===== src/hdl/axil_obi_pkg.sv =====
// Shared widths and channel types for the AXI4-Lite to OBI bridge
// AXI4-Lite only: no bursts, IDs, user fields or atomics
// OBI_MAX_TRANS must stay a power of two (arbiter queue pointers wrap)
package axil_obi_pkg;

  localparam int unsigned ADDR_WIDTH    = 32;
  localparam int unsigned DATA_WIDTH    = 32;
  localparam int unsigned STRB_WIDTH    = DATA_WIDTH / 8;
  localparam int unsigned OBI_MAX_TRANS = 2;

  typedef enum logic [1:0] {
    OKAY   = 2'b00,
    SLVERR = 2'b10
  } axil_resp_e;

  typedef enum logic [1:0] {
    IDLE,
    ISSUE,
    WAIT_RSP,
    RESPOND
  } chan_state_e;

  // AXI4-Lite beats
  typedef struct packed {
    logic [ADDR_WIDTH-1:0] addr;
    logic                  valid;
  } axil_ax_t;

  typedef struct packed {
    logic [DATA_WIDTH-1:0] data;
    logic [STRB_WIDTH-1:0] strb;
    logic                  valid;
  } axil_w_t;

  typedef struct packed {
    axil_ax_t aw;
    axil_w_t  w;
    axil_ax_t ar;
    logic     bready;
    logic     rready;
  } axil_req_t;

  typedef struct packed {
    logic                  awready;
    logic                  wready;
    logic                  arready;
    logic                  bvalid;
    axil_resp_e            bresp;
    logic                  rvalid;
    logic [DATA_WIDTH-1:0] rdata;
    axil_resp_e            rresp;
  } axil_rsp_t;

  // OBI A and R phases
  typedef struct packed {
    logic [ADDR_WIDTH-1:0] addr;
    logic                  we;
    logic [STRB_WIDTH-1:0] be;
    logic [DATA_WIDTH-1:0] wdata;
  } obi_a_chan_t;

  typedef struct packed {
    logic [DATA_WIDTH-1:0] rdata;
    logic                  err;
  } obi_r_chan_t;

  typedef struct packed {
    logic        req;
    obi_a_chan_t a;
  } obi_req_t;

  typedef struct packed {
    logic        gnt;
    logic        rvalid;
    obi_r_chan_t r;
  } obi_rsp_t;

endpackage


===== src/hdl/axil_read_channel.sv =====
// AXI4-Lite read channel, one transfer outstanding
// Always reads the full word; OBI err becomes SLVERR
`timescale 1ns/100ps

module axil_read_channel
  import axil_obi_pkg::*;
(
  input  logic                  clk_i,
  input  logic                  rst_i,
  input  axil_ax_t              ar_i,
  output logic                  arready_o,
  input  logic                  rready_i,
  output logic                  rvalid_o,
  output logic [DATA_WIDTH-1:0] rdata_o,
  output axil_resp_e            rresp_o,
  output obi_req_t              obi_req_o,
  input  obi_rsp_t              obi_rsp_i
);

  chan_state_e           state_q;
  chan_state_e           state_d;
  logic [ADDR_WIDTH-1:0] addr_q;

  assign arready_o = (state_q == IDLE);
  assign rvalid_o  = (state_q == RESPOND);

  always_comb begin
    state_d = state_q;
    case (state_q)
      IDLE: begin
        if (ar_i.valid) begin
          state_d = ISSUE;
        end
      end
      ISSUE: begin
        if (obi_rsp_i.gnt) begin
          state_d = WAIT_RSP;
        end
      end
      WAIT_RSP: begin
        if (obi_rsp_i.rvalid) begin
          state_d = RESPOND;
        end
      end
      RESPOND: begin
        if (rready_i) begin
          state_d = IDLE;
        end
      end
      default: state_d = IDLE;
    endcase
  end

  always_ff @(posedge clk_i) begin
    if (rst_i) begin
      state_q <= IDLE;
    end else begin
      state_q <= state_d;
    end
  end

  // Address and response payload
  always_ff @(posedge clk_i) begin
    if (arready_o && ar_i.valid) begin
      addr_q <= ar_i.addr;
    end
    if (state_q == WAIT_RSP && obi_rsp_i.rvalid) begin
      rdata_o <= obi_rsp_i.r.rdata;
      rresp_o <= obi_rsp_i.r.err ? SLVERR : OKAY;
    end
  end

  assign obi_req_o.req     = (state_q == ISSUE);
  assign obi_req_o.a.addr  = addr_q;
  assign obi_req_o.a.we    = 1'b0;
  assign obi_req_o.a.be    = '1;
  assign obi_req_o.a.wdata = '0;

endmodule


===== src/hdl/axil_write_channel.sv =====
// AXI4-Lite write channel, one transfer outstanding
// AW and W are accepted in any order; strobe goes out as OBI byte enables
`timescale 1ns/100ps

module axil_write_channel
  import axil_obi_pkg::*;
(
  input  logic       clk_i,
  input  logic       rst_i,
  input  axil_ax_t   aw_i,
  output logic       awready_o,
  input  axil_w_t    w_i,
  output logic       wready_o,
  input  logic       bready_i,
  output logic       bvalid_o,
  output axil_resp_e bresp_o,
  output obi_req_t   obi_req_o,
  input  obi_rsp_t   obi_rsp_i
);

  chan_state_e           state_q;
  chan_state_e           state_d;
  logic                  aw_done_q;
  logic                  w_done_q;
  logic                  aw_hs;
  logic                  w_hs;
  logic                  both_have;
  logic [ADDR_WIDTH-1:0] addr_q;
  logic [DATA_WIDTH-1:0] data_q;
  logic [STRB_WIDTH-1:0] strb_q;

  // Each beat is taken once per transfer
  assign awready_o = (state_q == IDLE) && !aw_done_q;
  assign wready_o  = (state_q == IDLE) && !w_done_q;
  assign bvalid_o  = (state_q == RESPOND);

  assign aw_hs     = aw_i.valid && awready_o;
  assign w_hs      = w_i.valid && wready_o;
  assign both_have = (aw_done_q || aw_hs) && (w_done_q || w_hs);

  always_comb begin
    state_d = state_q;
    case (state_q)
      IDLE: begin
        if (both_have) begin
          state_d = ISSUE;
        end
      end
      ISSUE: begin
        if (obi_rsp_i.gnt) begin
          state_d = WAIT_RSP;
        end
      end
      WAIT_RSP: begin
        if (obi_rsp_i.rvalid) begin
          state_d = RESPOND;
        end
      end
      RESPOND: begin
        if (bready_i) begin
          state_d = IDLE;
        end
      end
      default: state_d = IDLE;
    endcase
  end

  always_ff @(posedge clk_i) begin
    if (rst_i) begin
      state_q   <= IDLE;
      aw_done_q <= 1'b0;
      w_done_q  <= 1'b0;
    end else begin
      state_q <= state_d;
      if (state_q == IDLE && both_have) begin
        aw_done_q <= 1'b0;
        w_done_q  <= 1'b0;
      end else begin
        aw_done_q <= aw_done_q || aw_hs;
        w_done_q  <= w_done_q || w_hs;
      end
    end
  end

  always_ff @(posedge clk_i) begin
    if (aw_hs) begin
      addr_q <= aw_i.addr;
    end
    if (w_hs) begin
      data_q <= w_i.data;
      strb_q <= w_i.strb;
    end
    if (state_q == WAIT_RSP && obi_rsp_i.rvalid) begin
      bresp_o <= obi_rsp_i.r.err ? SLVERR : OKAY;
    end
  end

  assign obi_req_o.req     = (state_q == ISSUE);
  assign obi_req_o.a.addr  = addr_q;
  assign obi_req_o.a.we    = 1'b1;
  assign obi_req_o.a.be    = strb_q;
  assign obi_req_o.a.wdata = data_q;

endmodule


===== src/hdl/obi_arbiter_mux.sv =====
// Two OBI managers onto one OBI subordinate port
// Round-robin on contention; responses return in grant order
`timescale 1ns/100ps

module obi_arbiter_mux
  import axil_obi_pkg::*;
(
  input  logic           clk_i,
  input  logic           rst_i,
  input  obi_req_t [1:0] mgr_req_i,
  output obi_rsp_t [1:0] mgr_rsp_o,
  output obi_req_t       sbr_req_o,
  input  obi_rsp_t       sbr_rsp_i
);

  // Owner of each transaction in flight, one bit per slot
  logic [OBI_MAX_TRANS-1:0]           owner_q;
  logic [$clog2(OBI_MAX_TRANS)-1:0]   wr_ptr_q;
  logic [$clog2(OBI_MAX_TRANS)-1:0]   rd_ptr_q;
  logic [$clog2(OBI_MAX_TRANS+1)-1:0] count_q;

  logic last_q;
  logic lock_q;
  logic lock_sel_q;
  logic sel;
  logic full;
  logic grant;
  logic owner;

  assign full  = (count_q == OBI_MAX_TRANS);
  assign owner = owner_q[rd_ptr_q];

  // Keep the choice while a request waits for gnt, so A stays stable
  always_comb begin
    if (lock_q) begin
      sel = lock_sel_q;
    end else if (mgr_req_i[0].req && mgr_req_i[1].req) begin
      sel = ~last_q;
    end else begin
      sel = mgr_req_i[1].req;
    end
  end

  assign sbr_req_o.req = mgr_req_i[sel].req && !full;
  assign sbr_req_o.a   = mgr_req_i[sel].a;
  assign grant         = sbr_req_o.req && sbr_rsp_i.gnt;

  for (genvar g = 0; g < 2; g++) begin : gen_rsp
    assign mgr_rsp_o[g].gnt    = grant && (sel == g);
    assign mgr_rsp_o[g].rvalid = sbr_rsp_i.rvalid && (owner == g);
    assign mgr_rsp_o[g].r      = sbr_rsp_i.r;
  end

  always_ff @(posedge clk_i) begin
    if (rst_i) begin
      last_q     <= 1'b1;
      lock_q     <= 1'b0;
      lock_sel_q <= 1'b0;
      wr_ptr_q   <= '0;
      rd_ptr_q   <= '0;
      count_q    <= '0;
    end else begin
      lock_q     <= sbr_req_o.req && !sbr_rsp_i.gnt;
      lock_sel_q <= sel;
      if (grant) begin
        last_q   <= sel;
        wr_ptr_q <= wr_ptr_q + 1'b1;
      end
      if (sbr_rsp_i.rvalid) begin
        rd_ptr_q <= rd_ptr_q + 1'b1;
      end
      case ({grant, sbr_rsp_i.rvalid})
        2'b10:   count_q <= count_q + 1'b1;
        2'b01:   count_q <= count_q - 1'b1;
        default: count_q <= count_q;
      endcase
    end
  end

  always_ff @(posedge clk_i) begin
    if (grant) begin
      owner_q[wr_ptr_q] <= sel;
    end
  end

endmodule


===== src/hdl/axil_to_obi.sv =====
// AXI4-Lite subordinate to OBI manager bridge
// Read and write channels run independently and share the OBI port
// Port 0 of the arbiter is the read side, port 1 the write side
`timescale 1ns/100ps

module axil_to_obi
  import axil_obi_pkg::*;
(
  input  logic      clk_i,
  input  logic      rst_i,
  input  axil_req_t axil_req_i,
  output axil_rsp_t axil_rsp_o,
  output obi_req_t  obi_req_o,
  input  obi_rsp_t  obi_rsp_i
);

  obi_req_t [1:0] chan_req;
  obi_rsp_t [1:0] chan_rsp;

  axil_read_channel u_read (
    .clk_i     (clk_i),
    .rst_i     (rst_i),
    .ar_i      (axil_req_i.ar),
    .arready_o (axil_rsp_o.arready),
    .rready_i  (axil_req_i.rready),
    .rvalid_o  (axil_rsp_o.rvalid),
    .rdata_o   (axil_rsp_o.rdata),
    .rresp_o   (axil_rsp_o.rresp),
    .obi_req_o (chan_req[0]),
    .obi_rsp_i (chan_rsp[0])
  );

  axil_write_channel u_write (
    .clk_i     (clk_i),
    .rst_i     (rst_i),
    .aw_i      (axil_req_i.aw),
    .awready_o (axil_rsp_o.awready),
    .w_i       (axil_req_i.w),
    .wready_o  (axil_rsp_o.wready),
    .bready_i  (axil_req_i.bready),
    .bvalid_o  (axil_rsp_o.bvalid),
    .bresp_o   (axil_rsp_o.bresp),
    .obi_req_o (chan_req[1]),
    .obi_rsp_i (chan_rsp[1])
  );

  obi_arbiter_mux u_arb (
    .clk_i     (clk_i),
    .rst_i     (rst_i),
    .mgr_req_i (chan_req),
    .mgr_rsp_o (chan_rsp),
    .sbr_req_o (obi_req_o),
    .sbr_rsp_i (obi_rsp_i)
  );

endmodule


===== config.mk =====
export PLATFORM = sky130hd
export DESIGN_NAME = axil_to_obi
export DESIGN_NICKNAME = d
export VERILOG_FILES = /design/src/hdl/axil_obi_pkg.sv /design/src/hdl/axil_read_channel.sv /design/src/hdl/axil_write_channel.sv /design/src/hdl/obi_arbiter_mux.sv /design/src/hdl/axil_to_obi.sv
export SDC_FILE = /design/constraint.sdc
export NUM_CORES = 1
export LEC_CHECK = 0
export ABC_AREA = 1
export BUFFER_PORTS_ARGS = -buffer_cell sky130_fd_sc_hd__buf_2
export CAP_MARGIN = 20
export CORE_MARGIN = 1
export CORE_UTILIZATION = 49
export CTS_CLUSTER_DIAMETER = 150
export DETAILED_ROUTE_END_ITERATION = 6
export GPL_TIMING_DRIVEN = 0
export PLACE_DENSITY = 0.85
export SLEW_MARGIN = 30
export SYNTH_ARGS = -nofsm -noshare
export SYNTH_HDL_FRONTEND = slang
export SYNTH_HIERARCHICAL = 1
export SYNTH_SLANG_ARGS = --single-unit

===== constraint.sdc =====
create_clock -name clk_i -period 4.55 [get_ports clk_i]
set_clock_uncertainty 0.2 [all_clocks]
set_input_delay 0 -clock clk_i [delete_from_list [all_inputs] [get_ports clk_i]]
set_output_delay 0 -clock clk_i [all_outputs]
set_load 0.03 [all_outputs]

---- Word-level counts from Yosys, hierarchy flattened ----
Index checks and enable logic that the tools add are counted.
word-level totals
  bits in registers ....................... 151
  bits of input ports ..................... 142
  output and inout bits ................... 111
  logic and storage cells ................. 97
operators by class
  add/subtract/negate cells ............... 4
  magnitude comparators ................... 4
  eq/ne operators ......................... 17
  muxes and demuxes ....................... 21
  bitwise logic cells ..................... 3
  reduce and logical (&&, ||, !) cells .... 30
operator list
  cell                                                         count
  two-way mux 70 bit                                           2
  logical AND 1 bit                                            18
  two-way mux 2 bit                                            9
  case mux 2 bit (4 select lines)                              2
  == test 2 bit (second input constant)                        6
  inequality test 2 bit (second input constant)                5
  AND reduction 4 bit                                          2
  == test 2 x 1 -> 1 bit (second input constant)               3
  less-than comparator 1 x 2 -> 1 bit (second input constant)  3
  inequality test 2 x 1 -> 1 bit (second input constant)       3
  two-way mux 1 bit                                            5
  zero test 1 bit                                              4
  zero test 2 bit                                              2
  case mux 2 bit (2 select lines)                              1
  inverter 1 bit                                               3
  adder 1 bit (second input constant)                          2
  adder 2 x 1 -> 2 bit (second input constant)                 1
  bitwise mux 2 bit                                            1
  logical OR 1 bit                                             2
  nonzero test 2 bit                                           1
  OR reduction 2 bit                                           1
  subtractor 2 x 1 -> 2 bit (second input constant)            1
  demux 1 bit (select 1 bit)                                   1
  >= comparator 1 bit (second input constant)                  1

---- Longest topological paths before layout ----
Gate-level depths: netlist (run 1).
  depth in word-level cells ............... 11
  depth in mapped cells ................... 14
  mapped depth without buffers ............ 14

---- Modules after synthesis ----
Netlist (run 1), hierarchy kept.
modules (own cells, without submodules)
  module              times used  cells an instance  area an instance (um2)
  axil_read_channel   1           140                2467.4
  axil_write_channel  1           117                2401.1
  obi_arbiter_mux     1           343                1844.3

---- Worst setup path before layout (run 1) ----
OpenSTA, ideal clock, no wires.
  path type ............................... register -> register
  start ................................... register u_write.state_q[0]
  end ..................................... register u_write.data_q[0] (enable)
  arrival ................................. 3431 ps
  slack ................................... 438 ps
  cell stages (with the launch flop) ...... 5
  path buffers ............................ 0
  clock period less this slack ............ 4112 ps
  cells stage by stage .................... dfxtp_1 -> inv_1 -> ha_1 -> inv_1 -> nor3b_1
between the ends
  cells in the longest elaborated chain, start to end .. 3
ends and longest elaborated chain
  what                    RTL line                  RTL
  from (decl)             axil_write_channel.sv:21  chan_state_e state_q;
  from (signal assigned)  axil_write_channel.sv:74  state_q <= state_d;
  zero test 2 bit         axil_write_channel.sv:34  assign wready_o = (state_q == IDLE) && !w_done_q;
  logical AND 1 bit       axil_write_channel.sv:34
  logical AND 1 bit       axil_write_channel.sv:38  assign w_hs = w_i.valid && wready_o;
  net u_write.w_hs        axil_write_channel.sv:26  logic w_hs;
  to (signal assigned)    axil_write_channel.sv:90  data_q <= w_i.data;
  to (decl)               axil_write_channel.sv:29  logic [DATA_WIDTH-1:0] data_q;
The timed path passes the listed nets, and every way through them passes these cells.
A chain may end at the register's enable or synchronous reset.

==> key figures, run 1 <==
Run status
  • Status: complete, no violations

Synthesis
  • Yosys warns: 6
  • Synth Instances: 568
  • Mapped Avg Cell Area: 11.4 sq um
  • Synthesized area: 6470 sq um

Pwr
  • NetSw: 2450 uW
  • Pwr Density: 591 nW/um^2
  • Seq pwr share: 32.8%
  • Pleak: 0.00477 uW
  • Maximum vdd drop: 400 uV
  • Power Internal: 3480 uW
  • Clock power share: 24.3%
  • Switching share of power: 41.3%
  • Combinational fraction of design power: 42.9%

Global routing
  • GRT Total Usage: 29.6%
  • Total gr overflow: 0
  • Largest net degree at the start of global routing: 34
  • Vias in the first global route: 5879
  • Initial antenna violation count: 0
  • Global-route wire length before repair: 29000 um

Routing
  • DR WL met3: 1990 um
  • Met1 Wirelength: 6670 um
  • Routed vias: 5559
  • Top Metal Used: met4
  • Routed vias/inst: 4.72
  • DRT iter0 DRCs: 421
  • WL met2: 10800 um
  • Wire per inst: 17.1 um
  • Drt first pass iters: 5
  • DRC: 0
  • Final WL: 20100 um
  • ANT nets after route: 0

Worst setup path
  • R2r worst-path depth: 15
  • Critical-path cell list: inv_1 -> ha_1 -> nand2_1 -> nand3_2 -> nand2_4 -> buf_2 -> nor2_1 -> inv_1 -> nand2_1 -> nand2_2 -> nor2_4 -> dlygate4sd3_1 -> nand2_1 -> nand2_1 -> nor2_1
  • Critical Path End: u_read/state_q[1]$_SDFFE_PP0P_
  • Reg2Reg Setup Slack: 1760 ps
  • Crit path required time: 4700 ps
  • CP peak stage delay: 600 ps
  • Slowest stage cell, crit path: dlygate4sd3_1
  • CP Max Fanout: 11
  • Crit. Startpoint: u_read/state_q[1]$_SDFFE_PP0P_
  • CP arrival: 2930 ps
  • Critical setup path kind: register to register
  • Critical Path Source Type: register
  • Critical path's most frequent cell: nand2_1
  • Worst r2r dst: u_read/state_q[1]$_SDFFE_PP0P_
  • Reg2Reg Launch Point: u_read/state_q[1]$_SDFFE_PP0P_
  • Crit end category: register

Clocking
  • CTS buffer count: 17
  • TritonCTS clock tree: done
  • CTS Buffer Depth: 2
  • H-tree levels: 4
  • CTS clk-pin slew, worst paths: 60 ps
  • Clock Latency Late Sink: 410 ps
  • # clock sinks: 149
  • Root Buffer: clkbuf_16
  • Post-CTS Setup Repair Bufs: 0

Placement
  • Port Buf Inserts: 217
  • Placed cells: 1001
  • Half-perimeter wire length after placement: 10700 um
  • Gpl congestion: 0.793
  • Post-DP Area: 7980 sq um

Timing
  • Worst-margin pin slew: 744 ps
  • Slew HR: 50.3%
  • RSZ-0062 raised after global routing: no
  • Count of final max-slew check failures: 0
  • Final hold vios: 0
  • Tcrit/Tclk final: 61.2%
  • Post-route minimum period: 2790 ps
  • Final setup fails: 0
  • Fmax: 0.359 GHz

Finish
  • Share of post-route cells with drive strength above 1: 36.3%
  • Area growth from synthesis to layout: 54.9%
  • Final Non-Filler Cells: 1178
  • Cell area after layout: 10000 sq um
  • Fin nets: 1144

Floorplan
  • CORE AREA: 12800 sq um
  • Num rows: 41
  • Die area: 13700 sq um
  • Die height: 117 um
  • Initial core utilization: 50.7%
  • I/O pin cnt: 253
  • Die width: 117 um

Run
  • Max Cap Viol: 0

Worst hold path
  • Hold Path Class: primary input to register
[sequential cells by signal, indices dropped and copies added (netlist names), 2 cells and up]
signal,flops
u_write/addr_q,32
u_write/data_q,32
u_write/state_q,2
u_write/strb_q,4
u_read/rdata_o,32
u_arb/owner_q,2
u_read/addr_q,32
u_read/state_q,2
u_arb/count_q,2
[cell usage in the layout, fill, tap and decap left out, types with 2 or more instances in the layout]
cell type      count
dlygate4sd3_1    144
o21ai_0            6
clkinv_1           2
a21oi_1            3
nand2_2            6
bufinv_16          3
clkinvlp_4         2
conb_1            40
edfxtp_1         136
ha_1              10
nor2_1            19
inv_6              2
nor3b_2            2
dfxtp_1           13
nor2_4             2
inv_1             31
buf_4             82
inv_2              2
nand3_2            3
nand2_1          229
clkinv_4           5
clkbuf_16         17
buf_2            224
nand4_1            2
buf_6              7
a21o_2             2
[critical path, delay by kind of cell (launching register included)]
kind	cells	cell delay (ps)
simple gates	10	830
buf+inv	4	1060
fa+ha+maj	1	240
flops	1	390
[worst min path at each step]
stage                                    end  cells after the start           start
5_1_grt         u_write/addr_q[10]$_DFFE_PP_                      2  axil_req_i[83]
3_3_place_gp     u_read/addr_q[27]$_DFFE_PP_                      1  axil_req_i[30]
4_1_cts         u_write/addr_q[14]$_DFFE_PP_                      2  axil_req_i[87]
3_5_place_dp    u_write/addr_q[18]$_DFFE_PP_                      1  axil_req_i[91]
2_1_floorplan  u_arb/count_q[0]$_SDFFE_PP0P_                      1           rst_i
6_report        u_write/data_q[29]$_DFFE_PP_                      2  axil_req_i[69]
[power groups by stage]
stage	Combinational (uW)	Clock [uW]	Sequential [uW]
2_1_floorplan	1610	0	1980
3_3_place_gp	2240	0	1970
3_5_place_dp	2330	0	1950
4_1_cts	2450	1430	1920
5_1_grt	2750	1500	1960
6_report	2540	1440	1940
[cell type report]
cell class,instances,area (sq um)
antenna,1,2.50
buffer,88,669
clock buffer,17,425
clock inverter,15,179
fill,711,2750
inverter,34,130
multi-input combinational,333,1470
sequential,149,4340
tap,172,215
timing repair buffer,369,2590
[repair_timing]
| action | in CTS | in global routing |
|---|---|---|
| gates resized for setup | 0 | 0 |
| endpoints found under the setup margin | 0 | 0 |
| endpoints found under the hold margin | 157 | 0 |
| hold buffers | 144 | 0 |
[per-layer routing]
layer,vias up,track usage (%)
met5,-,0
met2,368,55.5
met4,0,15.5
li1,2576,-
met3,64,9.68
met1,2551,28.9
[per-stage QoR]
step           setup slack, ps  TNS, ps  hold WS, ps  util (%)  power (uW)
6_report                  1760        0         99.4      78.5        5920
3_5_place_dp              2150        0        -21.9      62.5        4280
2_1_floorplan              438        0         -128         -        3590
5_1_grt                   1530        0         88.2      78.5        6210
4_1_cts                   1770        0         72.7      78.5        5810
3_3_place_gp              -718   -47950        -23.2      61.9        4210
Power figures use the tool's default switching activity.
==> inputs of run 2 (changes only) <==
- CORE_UTILIZATION: 49 -> 45
- PLACE_DENSITY: 0.85 -> 0.82
- clock period: 4.55 -> 2.35 ns (I/O delays scaled with it)
==> run 2 against run 1 <==
Sequential power is 93% higher; global-route usage is 5.4 points lower; count of clock-buffer cells in the layout rose by 4; combinational power grew 99%; design area increased by 0.82%; die area increased by 8.7%; utilization is 5.9 points lower; critical path type is now register to output port; highest routed layer unchanged.
==> key figures, run 2 (synthesis gave the netlist of run 1 again) <==
Global routing
  • Largest net degree at the start of global routing: 34
  • GRT Total Usage: 24.2%
  • Total gr overflow: 0
  • Vias in the first global route: 5294
  • Global-route wire length before repair: 26200 um
  • Initial antenna violation count: 0

Clocking
  • TritonCTS clock tree: done
  • Clock Latency Late Sink: 410 ps
  • CTS Buffer Depth: 2
  • H-tree levels: 4
  • CTS clk-pin slew, worst paths: 60 ps
  • Root Buffer: clkbuf_16
  • CTS buffer count: 17
  • # clock sinks: 149

Pwr
  • Pleak: 0.00477 uW
  • Maximum vdd drop: 640 uV
  • Pwr Density: 1130 nW/um^2

Timing
  • Slew HR: 49.4%
  • RSZ-0062 raised after global routing: yes
  • Count of final max-slew check failures: 0
  • Post-route minimum period: 2250 ps
  • Worst-margin pin slew: 758 ps
  • Final hold vios: 0
  • Fmax: 0.444 GHz
  • WHS: 86.4 ps
  • Tcrit/Tclk final: 95.9%
  • Final setup fails: 0

Worst setup path
  • Critical path's most frequent cell: nand2_1
  • Critical Path Source Type: register
  • Crit path buffers/inverters: 3
  • Critical-path cell list: inv_1 -> ha_4 -> nand2_1 -> nand3_2 -> nand2_8 -> clkbuf_4 -> nand2_1 -> nand2_1 -> clkbuf_4
  • Critical setup path kind: register to output port
  • Slowest stage cell, crit path: dfxtp_2
  • CP Max Fanout: 10
  • Crit path required time: 2150 ps
  • CP arrival: 2050 ps
  • Top delay family on crit path: simple AND/OR/NAND/NOR gates
  • Crit end category: output port
  • CP peak stage delay: 360 ps

Routing
  • ANT nets after route: 0
  • Wire per inst: 15.3 um
  • Drt first pass iters: 4
  • Routed vias: 5300
  • DRC: 0
  • Final WL: 18100 um
  • DRT iter0 DRCs: 299
  • Routed vias/inst: 4.47

Finish
  • Most frequent cells in the layout: nand2_1 (229), buf_2 (211), dlygate4sd3_1 (144)
  • Most common cell after layout, fill and taps aside: nand2_1
  • Area growth from synthesis to layout: 56.2%
  • Fin nets: 1145
  • Final core occ: 72.6%
  • Share of post-route cells with drive strength above 1: 36.6%
  • Fill count: 863

Placement
  • Port Buf Inserts: 217
  • Half-perimeter wire length after placement: 10600 um
  • Gpl congestion: 0.795

Run status
  • Status: complete, no violations

Floorplan
  • CORE AREA: 13900 sq um
  • Num rows: 43
  • Initial core utilization: 46.4%
  • Die height: 122 um
  • Die area: 14900 sq um
  • Die width: 122 um
  • I/O pin cnt: 253

Run
  • Max Cap Viol: 0

Worst hold path
  • Hold Path Class: primary input to register
## run 2: routing by layer
| metal | up-vias | part of all wire (%) | GRT usage [%] |
|---|---|---|---|
| met5 | - | 0 | 0 |
| met4 | 0 | 2.7 | 10.6 |
| met3 | 42 | 8.2 | 7.02 |
| met2 | 250 | 52 | 44.6 |
| met1 | 2427 | 37 | 25.2 |
| li1 | 2581 | - | - |
## run 2: where the power goes
| group | switching (uW) | total [uW] | internal (uW) |
|---|---|---|---|
| combinational | 3440 | 5050 | 1620 |
| sequential | 190 | 3750 | 3560 |
| clock | 1060 | 2630 | 1570 |
## run 2: cell type report
| type | count | area [sq um] | area share [%] |
|---|---|---|---|
| Inverter | 34 | 135 | 1.34 |
| Antenna cell | 1 | 2.50 | 0.0248 |
| Clock buffer | 21 | 440 | 4.36 |
| Tap cell | 180 | 225 | 2.23 |
| Timing Repair Buffer | 370 | 2630 | 26.0 |
| Clock inverter | 11 | 128 | 1.26 |
| Multi-Input combinational cell | 333 | 1510 | 14.9 |
| Buffer | 88 | 694 | 6.87 |
| Sequential cell | 149 | 4350 | 43.0 |
## run 2: final timing paths
kind | from | endpoint | slack, ps | cells after the start
worst max register to register | u_write/state_q[1]$_SDFFE_PP0P_ | u_read/state_q[1]$_SDFFE_PP0P_ | 150 | 13
worst min register to register | u_arb/last_q$_SDFFE_PP1N_ | u_arb/last_q$_SDFFE_PP1N_ | 270 | 2
worst min-delay path | axil_req_i[104] | u_write/addr_q[31]$_DFFE_PP_ | 90 | 2
worst max-delay path | u_read/state_q[1]$_SDFFE_PP0P_ | obi_req_o[59] | 100 | 9
## run 2: what timing repair did
| action | in CTS | in global routing |
|---|---|---|
| endpoints found under the hold margin | 173 | 0 |
| setup endpoints to repair | 13 | 87 |
| pin swaps | 1 | 1 |
| buffers inserted | 0 | 4 |
| gates resized for setup | 4 | 19 |
| hold buffers | 144 | 0 |
## run 2: per-stage QoR
step	cells	TNS [ps]	instance area (sq um)	setup slack [ps]	total power [uW]
floorplan	604	0	6630	19.4	6970
detailed placement	1006	0	8000	7.40	8340
global route	1186	-46.0	10100	-28.6	12000
CTS	1182	0	10000	9.98	11200
finish	1187	0	10100	96.7	11400
global placement	1001	-28200	7940	-429	8190
## run 2: worst register-to-register path: cells and delay by family, from the launching register on
kind	cells	cell delay, ps
adder cells (fa/ha/maj)	1	230
buffers and inverters	3	310
flip-flops	1	390
AND/OR/NAND/NOR	9	950
